===== src/ring_config.svh =====
// sizes shared by RTL and testbench, RING_PTR_W must be able to count 0 to RING_STK_DEPTH
`ifndef RING_CONFIG_SVH
`define RING_CONFIG_SVH
`default_nettype none

`define RING_DATA_W      32 // stack and alu data width
`define RING_STACKS      4  // number of data stacks
`define RING_STK_SEL_W   2  // stack selector width
`define RING_STK_DEPTH   8  // entries per stack
`define RING_PTR_W       4  // pointer counts 0..depth inclusive

// register bus address, taken from the low bits of the immediate
`define RING_RBUS_ADDR_W 8

`default_nettype wire
`endif


===== src/ring_pkg.sv =====
// types only, encodings are fixed, no multiply, no pc ops and no memory reads
`default_nettype none

package ring_pkg;

	typedef enum logic [3:0] {
		OP_NOP = 4'h0, // idle slot
		OP_LIT = 4'h1, // immediate onto a
		OP_ADD = 4'h2, // a + b
		OP_SUB = 4'h3, // a - b
		OP_AND = 4'h4,
		OP_OR  = 4'h5,
		OP_XOR = 4'h6,
		OP_SHL = 4'h7, // a << b[4:0]
		OP_POP = 4'h8, // drop top of a
		OP_WR  = 4'h9, // rbus write of a, no pop
		OP_RD  = 4'ha  // rbus read data onto a
	} op_e;

	typedef enum logic [2:0] {
		ALU_PASS_B = 3'd0, // b straight through, used by lit
		ALU_ADD    = 3'd1,
		ALU_SUB    = 3'd2,
		ALU_AND    = 3'd3,
		ALU_OR     = 3'd4,
		ALU_XOR    = 3'd5,
		ALU_SHL    = 3'd6,
		ALU_RBUS   = 3'd7  // take rbus read data at stage two
	} alu_op_e;

endpackage

`default_nettype wire


===== src/stack_if.sv =====
// no handshake on any signal, every strobe is a single-cycle pulse on clk_i
`timescale 1ns/1ps
`include "ring_config.svh"
`default_nettype none

interface stack_if;

	logic [`RING_STK_SEL_W-1:0] sel_a; // stack a selector
	logic [`RING_STK_SEL_W-1:0] sel_b; // stack b selector
	logic                       pop_a; // pop a at issue
	logic                       pop_b; // pop b at issue
	logic                       psh; // push from alu stage two
	logic [`RING_STK_SEL_W-1:0] psh_sel; // push target
	logic [`RING_DATA_W-1:0]    psh_data; // push payload
	logic [`RING_DATA_W-1:0]    top_a; // 0 when empty
	logic [`RING_DATA_W-1:0]    top_b;
	logic                       pop_er; // pop on empty, one cycle late
	logic                       psh_er; // push on full, one cycle late

	modport ctrl (output sel_a, sel_b, pop_a, pop_b, input top_a, top_b);
	modport alu (input top_a, top_b, output psh, psh_sel, psh_data);
	modport stk (
		input sel_a, sel_b, pop_a, pop_b, psh, psh_sel, psh_data,
		output top_a, top_b, pop_er, psh_er
	);

endinterface

`default_nettype wire


===== src/ring_ctrl.sv =====
// combinational decode at issue, no hazard checks, rbus strobes one cycle after issue
`timescale 1ns/1ps
`include "ring_config.svh"
`default_nettype none

module ring_ctrl (
	input  wire                           clk_i,
	input  wire                           rst_i, // sync, active high
	input  wire                           op_vld_i, // issue strobe
	input  wire ring_pkg::op_e            op_i,
	input  wire [`RING_STK_SEL_W-1:0]     sa_i,
	input  wire [`RING_STK_SEL_W-1:0]     sb_i,
	input  wire                           imda_i, // b from immediate
	input  wire [`RING_DATA_W-1:0]        imm_i,
	stack_if.ctrl                         stk,
	output logic                          alu_go_o, // launch alu stage one
	output ring_pkg::alu_op_e             alu_op_o,
	output logic                          alu_bimm_o,
	output logic [`RING_STK_SEL_W-1:0]    alu_dst_o, // push target for the result
	output logic [`RING_DATA_W-1:0]       alu_imm_o,
	output logic [`RING_RBUS_ADDR_W-1:0]  rbus_addr_o,
	output logic                          rbus_wr_o,
	output logic                          rbus_rd_o,
	output logic [`RING_DATA_W-1:0]       rbus_wr_data_o,
	output logic                          flg_ne_o, // a != b
	output logic                          flg_lt_o // a < b, unsigned
);

	import ring_pkg::*;

	logic is_alu; // two-operand alu op
	logic same_ab; // a and b name one stack
	logic wr_d; // rbus write before the register
	logic rd_d;

	assign stk.sel_a = sa_i;
	assign stk.sel_b = sb_i;
	assign same_ab   = (sa_i == sb_i);
	assign is_alu    = op_i inside {OP_ADD, OP_SUB, OP_AND, OP_OR, OP_XOR, OP_SHL};
	assign alu_dst_o = sa_i; // results always land on a
	assign alu_imm_o = imm_i;

	always_comb begin
		case (op_i)
			OP_ADD:  alu_op_o = ALU_ADD;
			OP_SUB:  alu_op_o = ALU_SUB;
			OP_AND:  alu_op_o = ALU_AND;
			OP_OR:   alu_op_o = ALU_OR;
			OP_XOR:  alu_op_o = ALU_XOR;
			OP_SHL:  alu_op_o = ALU_SHL;
			OP_RD:   alu_op_o = ALU_RBUS;
			default: alu_op_o = ALU_PASS_B; // lit passes the immediate
		endcase
	end

	always_comb begin
		alu_go_o   = op_vld_i && (is_alu || op_i == OP_LIT || op_i == OP_RD);
		alu_bimm_o = imda_i || (op_i == OP_LIT); // lit forces the immediate
		stk.pop_a  = op_vld_i && (is_alu || op_i == OP_POP);
		stk.pop_b  = op_vld_i && is_alu && !imda_i && !same_ab; // one pop if same stack
		wr_d       = op_vld_i && (op_i == OP_WR);
		rd_d       = op_vld_i && (op_i == OP_RD);
	end

	// strobes cleared by reset
	always_ff @(posedge clk_i) begin
		if (rst_i) begin
			rbus_wr_o <= 1'b0;
			rbus_rd_o <= 1'b0;
		end else begin
			rbus_wr_o <= wr_d;
			rbus_rd_o <= rd_d;
		end
	end

	always_ff @(posedge clk_i) begin
		rbus_addr_o    <= imm_i[`RING_RBUS_ADDR_W-1:0]; // low immediate bits
		rbus_wr_data_o <= stk.top_a; // top a as seen at issue
	end

	assign flg_ne_o = (stk.top_a != stk.top_b);
	assign flg_lt_o = (stk.top_a < stk.top_b);

	// decode must never raise both bus strobes out of one issue
	a_rbus_excl: assert property (@(posedge clk_i) disable iff (rst_i)
		!(rbus_rd_o && rbus_wr_o));

endmodule

`default_nettype wire


===== src/lifo_stacks.sv =====
// push on full is dropped, pop on empty is ignored, both flagged one cycle later
`timescale 1ns/1ps
`include "ring_config.svh"
`default_nettype none

module lifo_stacks (
	input  wire   clk_i,
	input  wire   rst_i, // sync, active high
	stack_if.stk  stk
);

	localparam int IDX_W = `RING_PTR_W - 1; // array index width
	localparam logic [`RING_PTR_W-1:0] FULL = `RING_PTR_W'(`RING_STK_DEPTH);

	logic [`RING_DATA_W-1:0] mem [`RING_STACKS][`RING_STK_DEPTH]; // stack storage
	logic [`RING_PTR_W-1:0]  ptr [`RING_STACKS]; // entries held, 0 is empty
	logic [IDX_W-1:0]        top_idx [`RING_STACKS]; // ptr - 1
	logic [IDX_W-1:0]        wr_idx [`RING_STACKS];
	logic [`RING_DATA_W-1:0] top [`RING_STACKS];
	logic [`RING_STACKS-1:0] pop_v; // pop requested
	logic [`RING_STACKS-1:0] pop_ok; // pop with data present
	logic [`RING_STACKS-1:0] psh_v;
	logic [`RING_STACKS-1:0] psh_ok; // push with room or a pop alongside

	always_comb begin
		for (int i = 0; i < `RING_STACKS; i++) begin
			pop_v[i]   = (stk.pop_a && stk.sel_a == `RING_STK_SEL_W'(i)) ||
			             (stk.pop_b && stk.sel_b == `RING_STK_SEL_W'(i));
			pop_ok[i]  = pop_v[i] && (ptr[i] != '0);
			psh_v[i]   = stk.psh && (stk.psh_sel == `RING_STK_SEL_W'(i));
			psh_ok[i]  = psh_v[i] && ((ptr[i] != FULL) || pop_ok[i]); // pop frees a slot
			top_idx[i] = IDX_W'(ptr[i] - 1'b1);
			wr_idx[i]  = pop_ok[i] ? top_idx[i] : IDX_W'(ptr[i]); // overwrite on push+pop
			top[i]     = (ptr[i] == '0) ? '0 : mem[i][top_idx[i]];
		end
	end

	// pointers
	always_ff @(posedge clk_i) begin
		for (int i = 0; i < `RING_STACKS; i++) begin
			if (rst_i) begin
				ptr[i] <= '0;
			end else begin
				case ({pop_ok[i], psh_ok[i]})
					2'b10:   ptr[i] <= ptr[i] - 1'b1;
					2'b01:   ptr[i] <= ptr[i] + 1'b1;
					default: ptr[i] <= ptr[i]; // idle or push+pop
				endcase
			end
		end
	end

	// storage
	always_ff @(posedge clk_i) begin
		for (int i = 0; i < `RING_STACKS; i++) begin
			if (psh_ok[i]) begin
				mem[i][wr_idx[i]] <= stk.psh_data;
			end
		end
	end

	// error pulses
	always_ff @(posedge clk_i) begin
		if (rst_i) begin
			stk.pop_er <= 1'b0;
			stk.psh_er <= 1'b0;
		end else begin
			stk.pop_er <= |(pop_v & ~pop_ok); // pop hit an empty stack
			stk.psh_er <= |(psh_v & ~psh_ok); // push hit a full stack
		end
	end

	assign stk.top_a = top[stk.sel_a];
	assign stk.top_b = top[stk.sel_b];

	// push and pop from separate pipeline stages must never overrun a stack
	for (genvar g = 0; g < `RING_STACKS; g++) begin : g_ptr_chk
		a_ptr_range: assert property (@(posedge clk_i) disable iff (rst_i)
			ptr[g] <= FULL);
	end

endmodule

`default_nettype wire


===== src/ring_alu.sv =====
// fixed two-stage latency, rbus read data must be valid in the cycle after issue
`timescale 1ns/1ps
`include "ring_config.svh"
`default_nettype none

module ring_alu (
	input  wire                         clk_i,
	input  wire                         rst_i, // sync, active high
	input  wire                         alu_go_i, // launch at issue
	input  wire ring_pkg::alu_op_e      alu_op_i,
	input  wire                         alu_bimm_i, // b from immediate
	input  wire [`RING_STK_SEL_W-1:0]   alu_dst_i,
	input  wire [`RING_DATA_W-1:0]      alu_imm_i,
	input  wire [`RING_DATA_W-1:0]      rbus_rd_data_i,
	stack_if.alu                        stk
);

	import ring_pkg::*;

	localparam int SH_W = $clog2(`RING_DATA_W); // shift amount bits

	logic                       s1_vld;
	alu_op_e                    s1_op;
	logic [`RING_DATA_W-1:0]    s1_a;
	logic [`RING_DATA_W-1:0]    s1_b;
	logic [`RING_STK_SEL_W-1:0] s1_dst;
	logic [`RING_DATA_W-1:0]    res; // stage two result before the register
	logic                       s2_vld;
	logic [`RING_STK_SEL_W-1:0] s2_dst;
	logic [`RING_DATA_W-1:0]    s2_res;

	// valid chain
	always_ff @(posedge clk_i) begin
		if (rst_i) begin
			s1_vld <= 1'b0;
			s2_vld <= 1'b0;
		end else begin
			s1_vld <= alu_go_i;
			s2_vld <= s1_vld;
		end
	end

	// stage one, operands as seen at issue
	always_ff @(posedge clk_i) begin
		s1_op  <= alu_op_i;
		s1_a   <= stk.top_a;
		s1_b   <= alu_bimm_i ? alu_imm_i : stk.top_b;
		s1_dst <= alu_dst_i;
	end

	always_comb begin
		case (s1_op)
			ALU_ADD:  res = s1_a + s1_b;
			ALU_SUB:  res = s1_a - s1_b; // a minus b
			ALU_AND:  res = s1_a & s1_b;
			ALU_OR:   res = s1_a | s1_b;
			ALU_XOR:  res = s1_a ^ s1_b;
			ALU_SHL:  res = s1_a << s1_b[SH_W-1:0];
			ALU_RBUS: res = rbus_rd_data_i; // slave answers during this cycle
			default:  res = s1_b; // pass b
		endcase
	end

	// stage two
	always_ff @(posedge clk_i) begin
		s2_res <= res;
		s2_dst <= s1_dst;
	end

	assign stk.psh      = s2_vld;
	assign stk.psh_sel  = s2_dst;
	assign stk.psh_data = s2_res;

	// the push strobe feeds stack pointers, so it must be clean once reset drops
	a_psh_known: assert property (@(posedge clk_i) disable iff (rst_i)
		!$isunknown(stk.psh));

endmodule

`default_nettype wire


===== src/data_ring_top.sv =====
// data path only, no pc, fetch or threads, hazards on in-flight pushes left to the issuer
`timescale 1ns/1ps
`include "ring_config.svh"
`default_nettype none

module data_ring_top (
	input  wire                           clk_i,
	input  wire                           rst_i, // sync, active high
	input  wire                           op_vld_i,
	input  wire ring_pkg::op_e            op_i,
	input  wire [`RING_STK_SEL_W-1:0]     sa_i,
	input  wire [`RING_STK_SEL_W-1:0]     sb_i,
	input  wire                           imda_i,
	input  wire [`RING_DATA_W-1:0]        imm_i,
	input  wire [`RING_DATA_W-1:0]        rbus_rd_data_i,
	output logic [`RING_DATA_W-1:0]       a_o, // top of stack a
	output logic [`RING_DATA_W-1:0]       b_o,
	output logic                          flg_ne_o,
	output logic                          flg_lt_o,
	output logic [`RING_RBUS_ADDR_W-1:0]  rbus_addr_o,
	output logic                          rbus_wr_o,
	output logic                          rbus_rd_o,
	output logic [`RING_DATA_W-1:0]       rbus_wr_data_o,
	output logic                          pop_er_o,
	output logic                          psh_er_o
);

	import ring_pkg::*;

	logic                       alu_go;
	alu_op_e                    alu_op;
	logic                       alu_bimm;
	logic [`RING_STK_SEL_W-1:0] alu_dst;
	logic [`RING_DATA_W-1:0]    alu_imm;

	stack_if stk_bus ();

	ring_ctrl u_ctrl (
		.clk_i, .rst_i, .op_vld_i, .op_i, .sa_i, .sb_i, .imda_i, .imm_i,
		.stk            (stk_bus.ctrl),
		.alu_go_o       (alu_go),
		.alu_op_o       (alu_op),
		.alu_bimm_o     (alu_bimm),
		.alu_dst_o      (alu_dst),
		.alu_imm_o      (alu_imm),
		.rbus_addr_o, .rbus_wr_o, .rbus_rd_o, .rbus_wr_data_o,
		.flg_ne_o, .flg_lt_o
	);

	lifo_stacks u_stacks (
		.clk_i, .rst_i,
		.stk (stk_bus.stk)
	);

	ring_alu u_alu (
		.clk_i, .rst_i,
		.alu_go_i       (alu_go),
		.alu_op_i       (alu_op),
		.alu_bimm_i     (alu_bimm),
		.alu_dst_i      (alu_dst),
		.alu_imm_i      (alu_imm),
		.rbus_rd_data_i,
		.stk            (stk_bus.alu)
	);

	assign a_o      = stk_bus.top_a;
	assign b_o      = stk_bus.top_b;
	assign pop_er_o = stk_bus.pop_er;
	assign psh_er_o = stk_bus.psh_er;

endmodule

`default_nettype wire


===== config.mk =====
export PLATFORM = sky130hd
export DESIGN_NAME = data_ring_top
export DESIGN_NICKNAME = d
export VERILOG_FILES = /design/src/ring_pkg.sv /design/src/stack_if.sv /design/src/ring_ctrl.sv /design/src/lifo_stacks.sv /design/src/ring_alu.sv /design/src/data_ring_top.sv
export VERILOG_INCLUDE_DIRS = /design/src /design/src/src
export SDC_FILE = /design/constraint.sdc
export NUM_CORES = 2
export LEC_CHECK = 0
export BUFFER_PORTS_ARGS = -buffer_cell sky130_fd_sc_hd__buf_2
export CAP_MARGIN = 20
export CORE_ASPECT_RATIO = 1.5
export CORE_MARGIN = 1.5
export CORE_UTILIZATION = 48
export CTS_CLUSTER_DIAMETER = 40
export DETAILED_ROUTE_END_ITERATION = 10
export PLACE_DENSITY = 0.7
export REMOVE_ABC_BUFFERS = 1
export SYNTH_ARGS = -nofsm -noshare
export SYNTH_HDL_FRONTEND = slang
export SYNTH_SLANG_ARGS = --single-unit
export TNS_END_PERCENT = 20

===== constraint.sdc =====
create_clock -name clk_i -period 14.6 [get_ports clk_i]
set_input_delay 0.73 -clock clk_i [delete_from_list [all_inputs] [get_ports clk_i]]
set_output_delay 0.73 -clock clk_i [all_outputs]
set_load 0.01 [all_outputs]

-- Yosys cells after proc, flatten, opt, wreduce, memory -nomap -nowiden
Memories as Yosys holds them, arrays and structs flattened.
Cells that the tools add are included.
- logic and storage cells: 280
- register bits: 117
- memories kept: 2
- memory bits (writable): 1040
- bits of input ports: 76
- output and inout port bits: 110
- memories (memory ; words ; bits a word ; rd ports ; clocked after memory_dff ; write ports ; RTL line ; source):
    u_stacks.mem ; 4 ; 256 ; 4 ; 0 ; 1 ; lifo_stacks.sv:15 ; logic [`RING_DATA_W-1:0] mem [`RING_STACKS][`RING_STK_DEPTH];
    u_stacks.ptr ; 4 ; 4 ; 4 ; 0 ; 4 ; lifo_stacks.sv:16 ; logic [`RING_PTR_W-1:0] ptr [`RING_STACKS];
- magnitude comparators: 15
- equality and inequality tests: 40
- $add $sub $neg: 10
- shift operators: 1
- muxes and demuxes: 104
- bitwise operators: 29
- reduce and logical (&&, ||, !) cells: 66
- operators with widths (operator ; count):
    $mux 256 ; 10
    $reduce_or 256->1 ; 3
    $mux 32 ; 21
    $bmux 32 s3 ; 4
    $demux 32 s3 ; 4
    $pmux 32 s7 ; 1
    $bmux 32 s2 ; 2
    $mux 4 ; 12
    $mux 1 ; 42
    $add 32x32->32 ; 1
    $and 32x32->32 ; 1
    $ge 4x4->1 const B ; 8
    $lt 32x32->1 ; 1
    $ne 32x32->1 ; 1
    $not 3->4 ; 8
    $or 32x32->32 ; 1
    $shl 32x5->32 ; 1
    $sub 32x32->32 ; 1
    $xor 32x32->32 ; 1
    $logic_and 1x1->1 ; 31
    $pmux 3 s7 ; 1
    $eq 2x2->1 const B ; 10
    $add 4x1->4 const B ; 4
    $eq 4x3->1 const B ; 4
    26 further kinds ; 92

-- Longest topological paths before layout
- word-level depth: 19
- mapped depth: 22
- depth with buffers taken out: 17

-- By module
A second synthesis with hierarchy kept.
- cell total of the unflattened synthesis: 3660
- area total of the unflattened synthesis: 54725.0 um^2
- by module, submodules not included (module ; seq. area each (um^2) ; times used ; area each (um^2) ; cells an instance):
    lifo_stacks ; 31270.0 ; 1 ; 43400.4 ; 2323
    ring_alu ; 2102.0 ; 1 ; 9201.3 ; 1116
    ring_ctrl ; 840.8 ; 1 ; 2123.3 ; 221

-- Worst setup path before layout
Ideal clock, no wire load.
- path kind: register to output
- start point: memory u_stacks.ptr[2][0] (netlist name)
- end point: output flg_lt_o
- stages on the path, launching flop included: 23
- required time: 13870 ps
- data arrival time: 4913 ps
- path slack: 8957 ps
- path buffers: 6
- cells stage by stage: edfxtp_1 clkbuf_2 buf_6 buf_6 inv_1 ha_1 clkbuf_1 buf_2 buf_1 mux4_2 nand2_1 a21oi_1 mux4_2 inv_1 ha_1 a21o_1 a21o_1 a21o_1 a21o_1 a21o_1 a211oi_1 o22ai_1 a2111oi_0
- RTL lines (element ; RTL line ; source):
    from (decl) ; lifo_stacks.sv:16 ;
    to (decl) ; data_ring_top.sv:19 ; output logic flg_lt_o,

==> results.toml <==
[timing]
relSlewSlack_pct = 15.84
finalSetupViolCount = 0
fmax_mhz = 125.9
skew_ps = 23.56
rsz0062_at_grt = "no"
worstMarginPinSlew_ps = 1262
drv_slew = 0
timing.final.ws_setup_ps = 6659
setup_tns_ps = 0
period_share_pct = 54.39
hold_viol_final = 0
fin_crit_ps = 7941

[floorplanning]
die_width_um = 273.7
die_height_um = 409.0
rows = 148
coreArea_sq_um = 108700
die_area_sq_um = 111900
io_pins = 186
initial_core_util_pct = 48.52

[detailed_routing]
drtPass1Iterations = 5
final_antenna_net_count = 0
drt-total-wl_um = 159400
dr_total_vias = 32710
drc_errors = 0
avgViaCountPerCell = 6.388
drtIter0Drc = 4109
drt-wirelength-per-cell_um = 31.13

[global_routing]
gr-total-overflow = 0
grt_max_degree = 70
antenna_found_initial = 12
grt_pass1_wl_um = 226800
grt_pass1_vias = 32990
grtUsageTotal_pct = 28.46

[setup_path]
worstPathMaxFanout = 18
end_kind = "output pin"
slowest_delay_ps = 820
cp_slowest_cell = "a2111oi_0"
critical_path_class = "reg2out"
worstPathArrival_ps = 7210
cp_num_buf_inv = 4
rr_endpoint = "u_alu.stk.psh_data[22]$_DFF_P_"
r2r_setup_slack_ps = 8810
r2r_cells = 16
crit_required_ps = 13870
cp_top_family = "compound AO/OA/AOI/OAI gates"
timing.rr.start = "u_alu.s1_b[0]$_DFF_P_"
path_cells = "inv_1 > ha_4 > nor2b_1 > or2_1 > buf_4 > nand2_1 > a21oi_1 > mux4_2 > inv_1 > ha_1 > a21o_1 > a21o_1 > a21o_1 > a21o_1 > a21o_1 > a211oi_1 > o22ai_1 > a2111oi_0 > buf_2"
startpoint_type = "flip-flop"
cp_common_cell = "a21o_1"

[pwr]
power_per_cell_area_nw_per_um2 = 152.0
swShare_pct = 29.71
power.static_leakage_nw = 20.83
intPower_mw = 6.438
p_switching_mw = 2.721
combPwrFrac_pct = 19.7
peakVddDrop_mv = 0.1138
clock_power_share_pct = 34.7
seqPwrFrac_pct = 45.6

[clock_tree]
tritoncts = "built"
clk_latency_ps = 730
root_buffer = "clkbuf_16"
htree_levels = 3
clkTransAtPathRegs_ps = 60
clk_path_buf_depth = 3
hold_buffers = 0
cts_setup_buffers = 0
numCtsBuffers = 120
cts_num_sinks = 1157
cts.repair.resized = 0

[logic_synthesis]
synth_edf_count = 1040
synthFlopType = "edfxtp_1"
syn_avg_cell_area_sq_um = 15.64
synth-seq-cells = 1157
synth_top_area_share_pct = 59.21
yosysTopAreaCell = "edfxtp_1"
ys_warn_count = 0
synth_area_leaders = "edfxtp_1, mux4_2, dfxtp_1"
syn_area_sq_um = 52750
ys_types = 83
postSynthCellCount = 3372
synth-seq-area-share_pct = 63.65
ys_async_sr_fraction_pct = 0

[run]
cap_violations = 0

[worst_hold_path]
hold_depth = 1
hp-class = "in2reg"
hold_path_end = "u_ctrl.rbus_addr_o[7]$_DFF_P_"
hp-start = "imm_i[7]"

[final_layout]
instances_no_fill = 5121
drive_gt1_share_pct = 26.45
layout_common_cells = "edfxtp_1, nand2_1, mux4_2, a21oi_1, buf_2"
post-route-util_pct = 55.45
syn_to_final_growth_pct = 14.27
fin_nets = 3809
final_common_cell = "edfxtp_1"
design_area_sq_um = 60270

[status]
outcome = "finished clean"

[placed_design]
placed_cells = 4872
gp_congestion = 0.9824
placed_cell_area_sq_um = 55600
port_buffers = 185
post-dp-hpwl_um = 105600
pre_cts_ws_ps = 7539
-- power groups by stage --
stage | sequential (mW) | combinational [mW] | clock, mW
2_1_floorplan | 4.24 | 0.951 | 0
3_3_place_gp | 4.35 | 1.52 | 0
3_5_place_dp | 4.36 | 1.54 | 0
4_1_cts | 4.29 | 1.55 | 3.21
5_1_grt | 4.19 | 1.92 | 3.33
6_report | 4.18 | 1.80 | 3.18
-- cell type report --
cell class | instances | area, sq um
tap | 1425 | 1783
inverter | 134 | 503.0
multi-input combinational | 1891 | 18190
sequential | 1157 | 33580
clock inverter | 88 | 1017
clock buffer | 141 | 3166
antenna | 2 | 5.005
timing repair buffer | 283 | 2029
fill | 8380 | 48430
-- cell usage after synthesis, drive strengths merged (20+ instances only) --
library cell / instances
ha: 145
buf: 74
edfxtp: 1040
o21ai: 79
mux4: 349
nand2: 391
nor2: 151
a211oi: 21
xnor2: 43
a22oi: 20
clkbuf: 116
a21o: 34
dfxtp: 117
inv: 134
mux2: 73
a21oi: 231
mux2i: 40
nor3: 25
-- worst reg2reg max path: cells and delay by family (launching register included) --
kind / cells / cell delay, ps
fa+ha+maj: 2 / 590
buf+inv: 2 / 680
flops: 1 / 310
simple gates: 5 / 2110
xor+xnor: 2 / 300
compound gates: 5 / 1690
-- registers in the layout, summed over array words and instances (netlist names), 2 cells and up --
| name | cells |
|---|---|
| u_alu.s1_a | 32 |
| u_alu.s1_b | 32 |
| u_alu.s1_dst | 2 |
| u_alu.s1_op | 3 |
| u_alu.stk.psh_data | 32 |
| u_alu.stk.psh_sel | 2 |
| u_ctrl.rbus_addr_o | 8 |
| u_stacks.mem | 1024 |
| u_stacks.ptr | 16 |
-- per-layer routing --
layer	track usage [%]	up-vias	wire length [um]
li1	-	13640	-
met1	34.12	16750	56470
met2	47.80	1894	79410
met3	6.320	425	14480
met4	15.03	8	8992
met5	0	-	53
-- per-stage QoR --
stage	total power, mW	hold WS [ps]
after floorplan	5.191	309.6
after global placement	5.869	314.8
after detailed placement	5.902	313.8
after CTS	9.053	79.27
after global routing	9.442	105.7
final	9.159	116.9
-- kinds of logic after synthesis --
kind of cell | synth area share (%)
xor+xnor | 0.9465
fa+ha+maj | 3.478
flops | 63.65
compound gates | 6.362
mux | 17.38
buf+inv | 2.624
simple gates | 5.565
-- worst max-delay path by stage --
stage,from,to,slack (ps),depth (start not counted)
after global routing,u_stacks.ptr[0][1]$_DFFE_PP_,flg_lt_o,6410,19
after floorplan,u_stacks.ptr[2][0]$_SDFFCE_PN0P_,flg_lt_o,5910,16
after CTS,u_stacks.ptr[0][0]$_DFFE_PP_,flg_lt_o,6700,17
after detailed placement,u_stacks.ptr[0][0]$_DFFE_PP_,flg_lt_o,7540,17
after global placement,u_stacks.ptr[0][0]$_DFFE_PP_,flg_lt_o,7580,17
final,u_stacks.ptr[0][1]$_DFFE_PP_,flg_lt_o,6660,19
Note: power is estimated with default switching activity, not from simulation.
